[src/common/rob_cfg.svh]
`ifndef ROB_CFG_SVH
`define ROB_CFG_SVH

// width of every data word and program counter held in the buffer
`define ROB_XLEN 32

// number of buffer entries, which has to be a power of two so that the
// entry index wraps on its own
`define ROB_BUF_SIZE 8

// entry index plus one phase bit
// the phase bit tells a full buffer apart from an empty one
`define ROB_TAG_WIDTH 4

// tails of the load and store queues saved with each entry
`define ROB_LDQ_TAG_WIDTH 3
`define ROB_STQ_TAG_WIDTH 3

`endif

[src/common/rob_pkg.sv]
`include "rob_cfg.svh"

package rob_pkg;

	// class of an in-flight instruction, given by dispatch at allocation
	// a branch keeps the CDB data as its next instruction and not as a value
	// a store may only commit once the address bus has named its tag
	typedef enum logic [1:0] {
		class_alu    = 2'b00,
		class_branch = 2'b01,
		class_load   = 2'b10,
		class_store  = 2'b11
	} instr_class_e;

	// width of the bare entry index
	// tags carry one more bit on top, the phase bit, which is stripped
	// off wherever a tag selects an entry
	localparam int rob_index_width = $clog2(`ROB_BUF_SIZE);

endpackage

[src/design/lsb_priority_encoder.sv]
module lsb_priority_encoder #(
	parameter int n = 8,
	// a single input bit still gets a one-bit index
	localparam int index_width = (n > 1) ? $clog2(n) : 1
) (
	input  logic [n-1:0]           bits,
	output logic [index_width-1:0] index,
	output logic                   found
);

	assign found = |bits;

	// scan from the top down so that the lowest set bit is written last
	// with no bit set the index stays at zero
	always_comb begin
		index = '0;
		for (int i = n - 1; i >= 0; i--) begin
			if (bits[i]) begin
				index = index_width'(i);
			end
		end
	end

endmodule

[src/rob/reorder_buffer.sv]
`include "rob_cfg.svh"

module reorder_buffer import rob_pkg::*; (
	input  logic                                             clk,
	input  logic                                             reset,

	// allocation from dispatch, one entry per cycle at tail
	input  logic                                             alloc_en,
	input  instr_class_e                                     alloc_class,
	// register index of rd, five bits for the RISC-V register file
	input  logic [4:0]                                       alloc_destination,
	input  logic [`ROB_XLEN-1:0]                             alloc_value,
	input  logic                                             alloc_data_ready,
	input  logic [`ROB_XLEN-1:0]                             alloc_pc,
	input  logic [`ROB_LDQ_TAG_WIDTH-1:0]                    alloc_ldq_tail,
	input  logic [`ROB_STQ_TAG_WIDTH-1:0]                    alloc_stq_tail,

	// common data bus write-back
	input  logic                                             cdb_valid,
	input  logic [`ROB_XLEN-1:0]                             cdb_data,
	input  logic [`ROB_TAG_WIDTH-1:0]                        cdb_tag,
	input  logic                                             cdb_exception,
	input  logic                                             cdb_branch_mispredict,

	// store address bus from the address generation unit
	input  logic                                             agu_valid,
	input  logic [`ROB_TAG_WIDTH-1:0]                        agu_tag,

	// recovery request from the flusher
	input  logic                                             flush,
	input  logic [`ROB_TAG_WIDTH-1:0]                        flush_start_tag,

	// per-entry state the flusher searches
	output logic [`ROB_BUF_SIZE-1:0]                         entry_branch_mispredict,
	output logic [`ROB_BUF_SIZE-1:0]                         entry_exception,
	output logic [`ROB_BUF_SIZE-1:0][`ROB_XLEN-1:0]          entry_next_instruction,
	output logic [`ROB_BUF_SIZE-1:0][`ROB_LDQ_TAG_WIDTH-1:0] entry_ldq_tail,
	output logic [`ROB_BUF_SIZE-1:0][`ROB_STQ_TAG_WIDTH-1:0] entry_stq_tail,

	// the head entry, valid as a commit while commit is high
	output logic                                             commit,
	output instr_class_e                                     commit_class,
	output logic [4:0]                                       commit_destination,
	output logic [`ROB_XLEN-1:0]                             commit_value,
	output logic                                             commit_mispredict,
	output logic                                             commit_exception,

	output logic [`ROB_TAG_WIDTH-1:0]                        head,
	output logic [`ROB_TAG_WIDTH-1:0]                        tail,
	output logic                                             empty,
	output logic                                             full
);

	// control state of each entry
	logic [`ROB_BUF_SIZE-1:0] entry_valid;
	logic [`ROB_BUF_SIZE-1:0] entry_data_ready;
	// only ever set on stores
	logic [`ROB_BUF_SIZE-1:0] entry_address_valid;

	// payload of each entry
	instr_class_e               entry_class [`ROB_BUF_SIZE];
	logic [4:0]                 entry_destination [`ROB_BUF_SIZE];
	logic [`ROB_XLEN-1:0]       entry_value [`ROB_BUF_SIZE];

	// registered tail, the visible tail follows the start tag during a flush
	logic [`ROB_TAG_WIDTH-1:0]  tail_q;
	logic [`ROB_TAG_WIDTH-1:0]  n_elements;

	// tags with the phase bit removed, so that they can select an entry
	logic [rob_index_width-1:0] head_index;
	logic [rob_index_width-1:0] tail_index;
	logic [rob_index_width-1:0] cdb_index;
	logic [rob_index_width-1:0] agu_index;

	// age of the flush start relative to head, from 0 up to the buffer size
	logic [`ROB_TAG_WIDTH-1:0]  flush_start_age;

	logic                       alloc_accept;

	// one bit per entry for each event that touches that entry this cycle
	logic [`ROB_BUF_SIZE-1:0]   alloc_hit;
	logic [`ROB_BUF_SIZE-1:0]   cdb_hit;
	logic [`ROB_BUF_SIZE-1:0]   agu_hit;
	logic [`ROB_BUF_SIZE-1:0]   commit_hit;
	logic [`ROB_BUF_SIZE-1:0]   flush_hit;

	// while a flush is pending the tail already points at the start tag
	// so empty and full see the buffer as it will be after the flush
	assign tail = flush ? flush_start_tag : tail_q;

	assign head_index = head[rob_index_width-1:0];
	assign tail_index = tail[rob_index_width-1:0];
	assign cdb_index  = cdb_tag[rob_index_width-1:0];
	assign agu_index  = agu_tag[rob_index_width-1:0];

	// the phase bit makes the difference reach the buffer size when full
	assign n_elements = tail - head;
	assign empty      = (n_elements == '0);
	assign full       = (n_elements == `ROB_TAG_WIDTH'(`ROB_BUF_SIZE));

	// dispatch is dropped while full or while recovering
	assign alloc_accept = alloc_en && !full && !flush;

	assign flush_start_age = flush_start_tag - head;

	always_comb begin
		logic [rob_index_width-1:0] age;
		for (int i = 0; i < `ROB_BUF_SIZE; i++) begin
			// distance of this entry from head, zero is the oldest
			age = rob_index_width'(i) - head_index;
			alloc_hit[i] = alloc_accept && (tail_index == rob_index_width'(i));
			cdb_hit[i] = cdb_valid && entry_valid[i] && (cdb_index == rob_index_width'(i));
			// the address bus is ignored for every class but stores
			agu_hit[i] = agu_valid && entry_valid[i] && (entry_class[i] == class_store)
				&& (agu_index == rob_index_width'(i));
			commit_hit[i] = commit && (head_index == rob_index_width'(i));
			// everything at or younger than the start tag goes away
			flush_hit[i] = flush && (`ROB_TAG_WIDTH'(age) >= flush_start_age);
		end
	end

	// head commits once its result is in, and for a store its address too
	assign commit = !empty && entry_data_ready[head_index]
		&& (entry_class[head_index] != class_store || entry_address_valid[head_index]);

	assign commit_class       = entry_class[head_index];
	assign commit_destination = entry_destination[head_index];
	assign commit_value       = entry_value[head_index];
	assign commit_mispredict  = entry_branch_mispredict[head_index];
	assign commit_exception   = entry_exception[head_index];

	// pointers and per-entry status bits
	always_ff @(posedge clk) begin
		if (!reset) begin
			head                    <= '0;
			tail_q                  <= '0;
			entry_valid             <= '0;
			entry_data_ready        <= '0;
			entry_address_valid     <= '0;
			entry_branch_mispredict <= '0;
			entry_exception         <= '0;
		end else begin
			// a flush rolls the tail back, else an accepted dispatch advances it
			if (flush) begin
				tail_q <= flush_start_tag;
			end else if (alloc_accept) begin
				tail_q <= tail_q + 1'b1;
			end
			if (commit) begin
				head <= head + 1'b1;
			end
			for (int i = 0; i < `ROB_BUF_SIZE; i++) begin
				if (flush_hit[i] || commit_hit[i]) begin
					entry_valid[i]             <= 1'b0;
					entry_data_ready[i]        <= 1'b0;
					entry_address_valid[i]     <= 1'b0;
					entry_branch_mispredict[i] <= 1'b0;
					entry_exception[i]         <= 1'b0;
				end else begin
					if (alloc_hit[i]) begin
						entry_valid[i]             <= 1'b1;
						entry_data_ready[i]        <= alloc_data_ready;
						entry_address_valid[i]     <= 1'b0;
						entry_branch_mispredict[i] <= 1'b0;
						entry_exception[i]         <= 1'b0;
					end
					if (cdb_hit[i]) begin
						// an excepting entry is never marked ready, the flush
						// removes it and the front end retries it
						if (cdb_exception) begin
							entry_exception[i] <= 1'b1;
						end else begin
							entry_data_ready[i] <= 1'b1;
							if (entry_class[i] == class_branch) begin
								entry_branch_mispredict[i] <= cdb_branch_mispredict;
							end
						end
					end
					if (agu_hit[i]) begin
						entry_address_valid[i] <= 1'b1;
					end
				end
			end
		end
	end

	// entry contents, read only while the matching valid bit is set
	always_ff @(posedge clk) begin
		for (int i = 0; i < `ROB_BUF_SIZE; i++) begin
			if (alloc_hit[i]) begin
				entry_class[i]            <= alloc_class;
				entry_destination[i]      <= alloc_destination;
				entry_value[i]            <= alloc_value;
				// the pc is where an exception restarts fetch
				entry_next_instruction[i] <= alloc_pc;
				entry_ldq_tail[i]         <= alloc_ldq_tail;
				entry_stq_tail[i]         <= alloc_stq_tail;
			end else if (cdb_hit[i] && !cdb_exception) begin
				// a branch result is its resolved target, not a register value
				if (entry_class[i] == class_branch) begin
					entry_next_instruction[i] <= cdb_data;
				end else begin
					entry_value[i] <= cdb_data;
				end
			end
		end
	end

endmodule

[src/rob/buffer_flusher.sv]
`include "rob_cfg.svh"

module buffer_flusher import rob_pkg::*; (
	input  logic [`ROB_BUF_SIZE-1:0]                         entry_branch_mispredict,
	input  logic [`ROB_BUF_SIZE-1:0]                         entry_exception,
	input  logic [`ROB_BUF_SIZE-1:0][`ROB_XLEN-1:0]          entry_next_instruction,
	input  logic [`ROB_BUF_SIZE-1:0][`ROB_LDQ_TAG_WIDTH-1:0] entry_ldq_tail,
	input  logic [`ROB_BUF_SIZE-1:0][`ROB_STQ_TAG_WIDTH-1:0] entry_stq_tail,
	input  logic [`ROB_TAG_WIDTH-1:0]                        head,

	output logic                                             flush,
	// becomes the new tail of the buffer
	output logic [`ROB_TAG_WIDTH-1:0]                        flush_start_tag,
	output logic [`ROB_XLEN-1:0]                             redirect_pc,
	output logic [`ROB_LDQ_TAG_WIDTH-1:0]                    ldq_new_tail,
	output logic [`ROB_STQ_TAG_WIDTH-1:0]                    stq_new_tail
);

	logic [rob_index_width-1:0] head_index;

	// cause bits rotated so that bit zero is the entry at head
	logic [`ROB_BUF_SIZE-1:0]   rotated_mispredict;
	logic [`ROB_BUF_SIZE-1:0]   rotated_exception;
	logic [`ROB_BUF_SIZE-1:0]   rotated_cause;

	// oldest cause, as a distance from head and as a real entry index
	logic [rob_index_width-1:0] rotated_oldest;
	logic [rob_index_width-1:0] oldest_index;
	logic                       cause_is_exception;
	logic [`ROB_TAG_WIDTH-1:0]  cause_tag;

	assign head_index = head[rob_index_width-1:0];

	always_comb begin
		logic [rob_index_width-1:0] src;
		for (int i = 0; i < `ROB_BUF_SIZE; i++) begin
			// the index add wraps around the end of the buffer
			src = rob_index_width'(i) + head_index;
			rotated_mispredict[i] = entry_branch_mispredict[src];
			rotated_exception[i]  = entry_exception[src];
		end
	end

	assign rotated_cause = rotated_mispredict | rotated_exception;

	// the lowest rotated bit is the cause closest to head, the oldest one
	lsb_priority_encoder #(
		.n(`ROB_BUF_SIZE)
	) oldest_cause_finder (
		.bits (rotated_cause),
		.index(rotated_oldest),
		.found(flush)
	);

	assign oldest_index       = rotated_oldest + head_index;
	assign cause_is_exception = rotated_exception[rotated_oldest];

	// adding to the full head tag keeps the phase bit right across a wrap
	assign cause_tag = head + `ROB_TAG_WIDTH'(rotated_oldest);

	// an excepting entry is flushed itself, a mispredicted branch stays
	// in the buffer and commits, so only what follows it is removed
	assign flush_start_tag = cause_is_exception ? cause_tag : cause_tag + 1'b1;

	// pc of the excepting entry or the resolved target of the branch
	assign redirect_pc  = entry_next_instruction[oldest_index];
	assign ldq_new_tail = entry_ldq_tail[oldest_index];
	assign stq_new_tail = entry_stq_tail[oldest_index];

endmodule

[src/design/rob_core.sv]
`include "rob_cfg.svh"

module rob_core import rob_pkg::*; (
	input  logic                          clk,
	input  logic                          reset,

	// dispatch
	input  logic                          alloc_en,
	input  instr_class_e                  alloc_class,
	input  logic [4:0]                    alloc_destination,
	input  logic [`ROB_XLEN-1:0]          alloc_value,
	input  logic                          alloc_data_ready,
	input  logic [`ROB_XLEN-1:0]          alloc_pc,
	input  logic [`ROB_LDQ_TAG_WIDTH-1:0] alloc_ldq_tail,
	input  logic [`ROB_STQ_TAG_WIDTH-1:0] alloc_stq_tail,

	// common data bus
	input  logic                          cdb_valid,
	input  logic [`ROB_XLEN-1:0]          cdb_data,
	input  logic [`ROB_TAG_WIDTH-1:0]     cdb_tag,
	input  logic                          cdb_exception,
	input  logic                          cdb_branch_mispredict,

	// store address bus
	input  logic                          agu_valid,
	input  logic [`ROB_TAG_WIDTH-1:0]     agu_tag,

	// commit of the head entry
	output logic                          commit,
	output instr_class_e                  commit_class,
	output logic [4:0]                    commit_destination,
	output logic [`ROB_XLEN-1:0]          commit_value,
	output logic                          commit_mispredict,
	output logic                          commit_exception,

	output logic [`ROB_TAG_WIDTH-1:0]     head,
	output logic [`ROB_TAG_WIDTH-1:0]     tail,
	output logic                          empty,
	output logic                          full,

	// recovery towards the front end and the memory queues
	output logic                          flush,
	output logic [`ROB_XLEN-1:0]          redirect_pc,
	output logic [`ROB_LDQ_TAG_WIDTH-1:0] ldq_new_tail,
	output logic [`ROB_STQ_TAG_WIDTH-1:0] stq_new_tail
);

	// entry state from the buffer into the flusher
	logic [`ROB_BUF_SIZE-1:0]                         entry_branch_mispredict;
	logic [`ROB_BUF_SIZE-1:0]                         entry_exception;
	logic [`ROB_BUF_SIZE-1:0][`ROB_XLEN-1:0]          entry_next_instruction;
	logic [`ROB_BUF_SIZE-1:0][`ROB_LDQ_TAG_WIDTH-1:0] entry_ldq_tail;
	logic [`ROB_BUF_SIZE-1:0][`ROB_STQ_TAG_WIDTH-1:0] entry_stq_tail;

	// where the buffer rolls its tail back to
	logic [`ROB_TAG_WIDTH-1:0]                        flush_start_tag;

	reorder_buffer reorder_buffer_i (
		.clk                    (clk),
		.reset                  (reset),
		.alloc_en               (alloc_en),
		.alloc_class            (alloc_class),
		.alloc_destination      (alloc_destination),
		.alloc_value            (alloc_value),
		.alloc_data_ready       (alloc_data_ready),
		.alloc_pc               (alloc_pc),
		.alloc_ldq_tail         (alloc_ldq_tail),
		.alloc_stq_tail         (alloc_stq_tail),
		.cdb_valid              (cdb_valid),
		.cdb_data               (cdb_data),
		.cdb_tag                (cdb_tag),
		.cdb_exception          (cdb_exception),
		.cdb_branch_mispredict  (cdb_branch_mispredict),
		.agu_valid              (agu_valid),
		.agu_tag                (agu_tag),
		.flush                  (flush),
		.flush_start_tag        (flush_start_tag),
		.entry_branch_mispredict(entry_branch_mispredict),
		.entry_exception        (entry_exception),
		.entry_next_instruction (entry_next_instruction),
		.entry_ldq_tail         (entry_ldq_tail),
		.entry_stq_tail         (entry_stq_tail),
		.commit                 (commit),
		.commit_class           (commit_class),
		.commit_destination     (commit_destination),
		.commit_value           (commit_value),
		.commit_mispredict      (commit_mispredict),
		.commit_exception       (commit_exception),
		.head                   (head),
		.tail                   (tail),
		.empty                  (empty),
		.full                   (full)
	);

	buffer_flusher buffer_flusher_i (
		.entry_branch_mispredict(entry_branch_mispredict),
		.entry_exception        (entry_exception),
		.entry_next_instruction (entry_next_instruction),
		.entry_ldq_tail         (entry_ldq_tail),
		.entry_stq_tail         (entry_stq_tail),
		.head                   (head),
		.flush                  (flush),
		.flush_start_tag        (flush_start_tag),
		.redirect_pc            (redirect_pc),
		.ldq_new_tail           (ldq_new_tail),
		.stq_new_tail           (stq_new_tail)
	);

endmodule

[config.mk]
export PLATFORM = sky130hd
export DESIGN_NAME = rob_core
export DESIGN_NICKNAME = d
export VERILOG_FILES = /design/src/common/rob_pkg.sv /design/src/design/lsb_priority_encoder.sv /design/src/rob/reorder_buffer.sv /design/src/rob/buffer_flusher.sv /design/src/design/rob_core.sv
export VERILOG_INCLUDE_DIRS = /design/src /design/src/common
export SDC_FILE = /design/constraint.sdc
export NUM_CORES = 1
export LEC_CHECK = 0
export ABC_AREA = 1
export BUFFER_PORTS_ARGS = -buffer_cell sky130_fd_sc_hd__buf_4
export CAP_MARGIN = 10
export CORE_ASPECT_RATIO = 0.75
export CORE_MARGIN = 10
export CORE_UTILIZATION = 45
export DETAILED_ROUTE_END_ITERATION = 8
export HOLD_SLACK_MARGIN = 0.12
export PLACE_DENSITY = 0.63
export SLEW_MARGIN = 20
export SYNTH_ARGS = -nofsm -noshare
export SYNTH_HDL_FRONTEND = slang
export SYNTH_SLANG_ARGS = --single-unit
[constraint.sdc]
create_clock -name clk -period 10.7 [get_ports clk]
set_input_delay 1.07 -clock clk [delete_from_list [all_inputs] [get_ports clk]]
set_output_delay 1.07 -clock clk [all_outputs]
set_load 0.02 [all_outputs]
==> results_dict.tcl, run 1 <==
set metrics [dict create \
    status "finished, final reports clean" \
    synth_warnings 0 \
    grt_overflow_total 0 \
    layout.nets 3950 \
    core_region_area_um2 75000 \
    routed-wl-met3_mm 9.82 \
    start_util 0.454 \
    ant_nets 0 \
    final_layout_size_suffix_gt1_frac 0.113 \
    clockRootBuffer "clkbuf_16" \
    layout_setup_ws_ps 2300 \
    clockBufferDepth 3 \
    slew_viol_final 0 \
    viasPerCell 5.65 \
    dpl.hpwl_mm 61.5 \
    post-cts-setup-buffer-count 0 \
    worst_path_max_delay_cell "fa_4" \
    drt-pass1-iter-count 6 \
    top_layer "met5" \
    wl_met1_mm 44.5 \
    yosysSeqAreaShare 0.574 \
    skew_ps 36.4 \
    cap_violations 0 \
    remaining_drc_errors 0 \
    synth_seq_cells 667 \
    synth_ff_type "edfxtp_1" \
    cts_tree "done" \
    clock_latency_ps 630 \
    crit_fanout 18 \
    final_common_cell "nand2_1" \
    pre_cts_slack_ps 2540 \
    numCtsBuffers 70 \
    finalSetupViolCount 0 \
    synth-edff-count 616 \
    setup.worst_path.start_class "register" \
    cts_max_level 3 \
    finalCriticalPeriod_ps 8400 \
    rows 87 \
    fin_crit_sh 0.785 \
    ys_types 49 \
    syn-num-nets 3928 \
    async_flop_share 0 \
    io_buffers 213 \
    syn_avg_cell_area_um2 9.03 \
    final_cell_mix "nand2_1, nor2_1, o21ai_0, edfxtp_1, buf_4" \
    cts.repair.resized 0 \
    relSlewSlack 0.258 \
    antenna_found_initial 8 \
    track_usage 0.236 \
    crit_required_ps 9630 \
    dr_wl_met2_mm 48.8 \
    crit_path_max_incr_delay_ps 950 \
    worst_path_most_repeated_cell "inv_1" \
    die_x_um 337 \
    grt_pass1_wl_mm 158 \
    end_kind "primary output" \
    tns_ps 0 \
    postSynthCellCount 3768 \
    rsz0062_at_grt "no" \
    wl_per_cell_um 21.9 \
    critPathArrivalTime_ps 7330 \
    placed_cell_area_um2 35900 \
    drt_iter0_drc 3265 \
    grt_pass1_vias 25200 \
    worst_slew_pin_slew_ps 1110 \
    hold_buffers 0 \
    ios 216 \
    globalplace.congestion 0.920 \
    die-area_um2 87100 \
    vias 27300 \
    max_freq_ghz 0.119 \
    finalInstanceArea_um2 38100 \
    synth_area_um2 34000 \
    synthToLayoutAreaGrowth_pct 12.0 \
    drt_wl_total_mm 106 \
    finalHoldViolations 0 \
    critPathKind "register to primary output" \
    hold_class "register to register" \
    clkTransAtPathRegs_ps 60 \
    grt_max_degree 107 \
    die_h_um 258 \
    cts.sinks 667 \
]
final timing paths:
check	startpoint	endpoint	slack, ps	cells after the start
max	reorder_buffer_i.head[2]$_SDFFE_PN0P_	full	2300	34
min	reorder_buffer_i.entry_exception[3]$_SDFF_PP0_	reorder_buffer_i.entry_exception[3]$_SDFF_PP0_	480	2
max reg2reg	reorder_buffer_i.head[2]$_SDFFE_PN0P_	reorder_buffer_i.entry_value[2][21]$_DFFE_PP_	2530	36
min reg2reg	reorder_buffer_i.entry_exception[3]$_SDFF_PP0_	reorder_buffer_i.entry_exception[3]$_SDFF_PP0_	480	2
Yosys cell counts (8+ instances only):
library cell	count	area, um2
a31oi_1	78	488
nand3_1	79	395
dfxtp_1	51	1020
edfxtp_1	616	18500
nand4_1	13	81.3
buf_1	35	131
nor2_1	621	2330
nor3_1	24	120
buf_4	18	135
buf_6	26	293
o21ai_0	632	3160
o21ai_1	237	1190
a21oi_1	56	280
ha_1	32	400
nand2_2	14	87.6
clkbuf_1	161	604
nand2_1	691	2590
o22ai_1	79	494
buf_2	56	280
inv_1	166	623
xor2_1	8	70.1
layout make-up:
| class | instances | area, um2 |
|---|---|---|
| antenna | 2 | 5.00 |
| clock buffer | 90 | 1890 |
| clock inverter | 36 | 294 |
| fill | 6857 | 36900 |
| inverter | 178 | 679 |
| multi-input combinational | 2621 | 12600 |
| sequential | 667 | 19500 |
| tap | 979 | 1220 |
| timing repair buffer | 252 | 1890 |
metrics by stage:
stage	util	std cells	hold slack, ps
final	0.508	4825	478
after CTS	0.508	4823	478
after global routing	0.508	4825	508
after detailed placement	0.479	4697	469
after floorplan	-	3768	439
after global placement	0.479	4697	466
worst max-delay path, delay by kind of cell (launching register included):
family,cells,cell delay (ps)
AO/OA/AOI/OAI,1,140
XOR/XNOR,1,240
adder cells (fa/ha/maj),5,2300
buffers and inverters,10,1530
flip-flops,1,700
AND/OR/NAND/NOR,17,1820
state kept, by name, summed over array words and instances (netlist names), named ones only:
name                                      cells
reorder_buffer_i.entry_address_valid          8
reorder_buffer_i.entry_branch_mispredict      8
reorder_buffer_i.entry_class                 16
reorder_buffer_i.entry_data_ready             8
reorder_buffer_i.entry_destination           40
reorder_buffer_i.entry_exception              8
reorder_buffer_i.entry_ldq_tail              24
reorder_buffer_i.entry_next_instruction     256
reorder_buffer_i.entry_stq_tail              24
reorder_buffer_i.entry_valid                  8
reorder_buffer_i.entry_value                256
reorder_buffer_i.head                         4
reorder_buffer_i.tail_q                       4
per-layer routing:
layer  GRT usage  up-vias
met1       0.332    12700
met3      0.0379      171
met5           0        -
met4      0.0683       12
li1            -    13100
met2       0.372     1280
cells by family after synthesis:
family	after synthesis	share of synthesized area
compound gates	1098	0.169
xor+xnor	10	0.00257
fa+ha+maj	35	0.0135
buf+inv	480	0.0631
flops	667	0.574
simple gates	1478	0.178
Power of run 1 is left out: the tool's default activity adds up to more than one toggle a clock period on the data nets, which glitch-free logic cannot reach.
==> run 2, diff against run 1 <==
==> constraint.sdc (replaced) <==
create_clock -name clk -period 7.9 [get_ports clk]
set_input_delay 0.79 -clock clk [delete_from_list [all_inputs] [get_ports clk]]
set_output_delay 0.79 -clock clk [all_outputs]
set_load 0.02 [all_outputs]
==> results_dict.tcl, run 2 (synthesized netlist as in run 1, its figures left out) <==
set metrics [dict create \
    antenna_found_initial 9 \
    reg_top3 "reorder_buffer_i.entry_next_instruction: 256 flops, reorder_buffer_i.entry_value: 256 flops, reorder_buffer_i.entry_destination: 40 flops" \
    cts_tree "done" \
    numCtsBuffers 70 \
    slew_viol_final 0 \
    post-cts-setup-buffer-count 0 \
    hold_class "input port to register" \
    r2r_start "reorder_buffer_i.head[0]$_SDFFE_PN0P_" \
    worst_slew_pin_slew_ps 1120 \
    die-area_um2 87100 \
    crit_required_ps 7110 \
    crit_path_max_incr_delay_ps 800 \
    grt_max_degree 111 \
    final_layout_size_suffix_gt1_frac 0.116 \
    skew_ps 26.5 \
    start_util 0.454 \
    track_usage 0.237 \
    relSlewSlack 0.256 \
    clkTransAtPathRegs_ps 60 \
    fin_crit_sh 0.934 \
    vias 27200 \
    grt_pass1_vias 25100 \
    finalSetupViolCount 0 \
    remaining_drc_errors 0 \
    die_h_um 258 \
    min_from "alloc_destination[0]" \
    finalHoldViolations 0 \
    clockRootBuffer "clkbuf_16" \
    drt_iter0_drc 3275 \
    layout.nets 3960 \
    layout_setup_ws_ps 520 \
    clockBufferDepth 3 \
    cts.repair.resized 0 \
    io_buffers 213 \
    final_cell_mix "nand2_1, nor2_1, o21ai_0, edfxtp_1, buf_4" \
    rrSetupSlack_ps 820 \
    finalCriticalPeriod_ps 7380 \
    cap_violations 0 \
    layout.cells.non_filler 4834 \
    drt_wl_total_mm 106 \
    whs_path_depth 1 \
    dp.cells 4707 \
    viasPerCell 5.62 \
    synthToLayoutAreaGrowth_pct 12.2 \
    r2r_end "reorder_buffer_i.entry_value[7][19]$_DFFE_PP_" \
    ant_nets 0 \
    fill_cells 6813 \
    reg2reg_depth 34 \
    worst_path_max_delay_cell "fa_4" \
    grt_overflow_total 0 \
    crit_fanout 30 \
    dpl.hpwl_mm 63.9 \
    wl_per_cell_um 22.0 \
    drt-pass1-iter-count 6 \
    hold_path_end "reorder_buffer_i.entry_destination[3][0]$_DFFE_PP_" \
    critPathKind "register to primary output" \
    rsz0062_at_grt "no" \
    rows 87 \
    globalplace.congestion 0.893 \
    pre_cts_slack_ps 802 \
    critPathArrivalTime_ps 6590 \
    setup.worst_path.start_class "register" \
    cts_max_level 3 \
    grt_pass1_wl_mm 158 \
    hold_buffers 0 \
    final_common_cell "nand2_1" \
    die_x_um 337 \
    ios 216 \
    clock_latency_ps 620 \
    status "finished, final reports clean" \
    cts.sinks 667 \
    max_freq_ghz 0.136 \
    end_kind "primary output" \
    utilization 0.509 \
    multi_input_area_um2 12600 \
    final-seq-area_um2 19500 \
    core_region_area_um2 75000 \
]
[run 2: changes by cell type in the layout (fill, tap and decap cells not counted), sizes merged]
cell / before / now
bufinv: 3 / 4
buf: 252 / 262
clkinvlp: 1 / 2
clkbuf: 90 / 94
clkinv: 31 / 24
[run 2: layout make-up]
type                    instances  share of cell area
diodes                          2            0.000131
clock buffers                  94              0.0499
clock inverters                31             0.00737
inverters                     178              0.0178
multi-input cells            2621               0.329
flip-flops and latches        667               0.511
well taps                     979              0.0321
repair buffers                262              0.0520
[run 2: worst max path at each step]
stage / startpoint / endpoint
3_5_place_dp: reorder_buffer_i.head[0]$_SDFFE_PN0P_ / reorder_buffer_i.entry_value[7][20]$_DFFE_PP_
4_1_cts: reorder_buffer_i.head[0]$_SDFFE_PN0P_ / commit
3_3_place_gp: reorder_buffer_i.head[0]$_SDFFE_PN0P_ / reorder_buffer_i.entry_value[7][20]$_DFFE_PP_
5_1_grt: reorder_buffer_i.head[0]$_SDFFE_PN0P_ / commit
2_1_floorplan: reorder_buffer_i.head[0]$_SDFFE_PN0P_ / reorder_buffer_i.entry_next_instruction[224]$_DFFE_PP_
6_report: reorder_buffer_i.head[0]$_SDFFE_PN0P_ / commit
[run 2: layer usage]
metal | share of wire | vias to the layer above | track usage
met2 | 0.46 | 1139 | 0.369
met4 | 0.027 | 12 | 0.0715
met3 | 0.087 | 163 | 0.0430
met5 | 0.00073 | - | 0
met1 | 0.43 | 12800 | 0.334
li1 | - | 13100 | -
[run 2: through the flow]
step	hold WS (ps)	instance area, um2	TNS [ps]
after floorplan	439	34000	-3790
after global placement	467	36000	0
after detailed placement	470	36000	0
after CTS	374	38200	0
after global routing	382	38200	0
final	409	38200	0
[run 2: critical path: cells and delay by family (launching register included)]
| family | cells | cell delay [ps] |
|---|---|---|
| adder cells (fa/ha/maj) | 5 | 2140 |
| flip-flops | 1 | 370 |
| AO/OA/AOI/OAI | 2 | 580 |
| XOR/XNOR | 1 | 240 |
| AND/OR/NAND/NOR | 14 | 1570 |
| buffers and inverters | 10 | 1080 |
Power of run 2 is left out for the same reason.
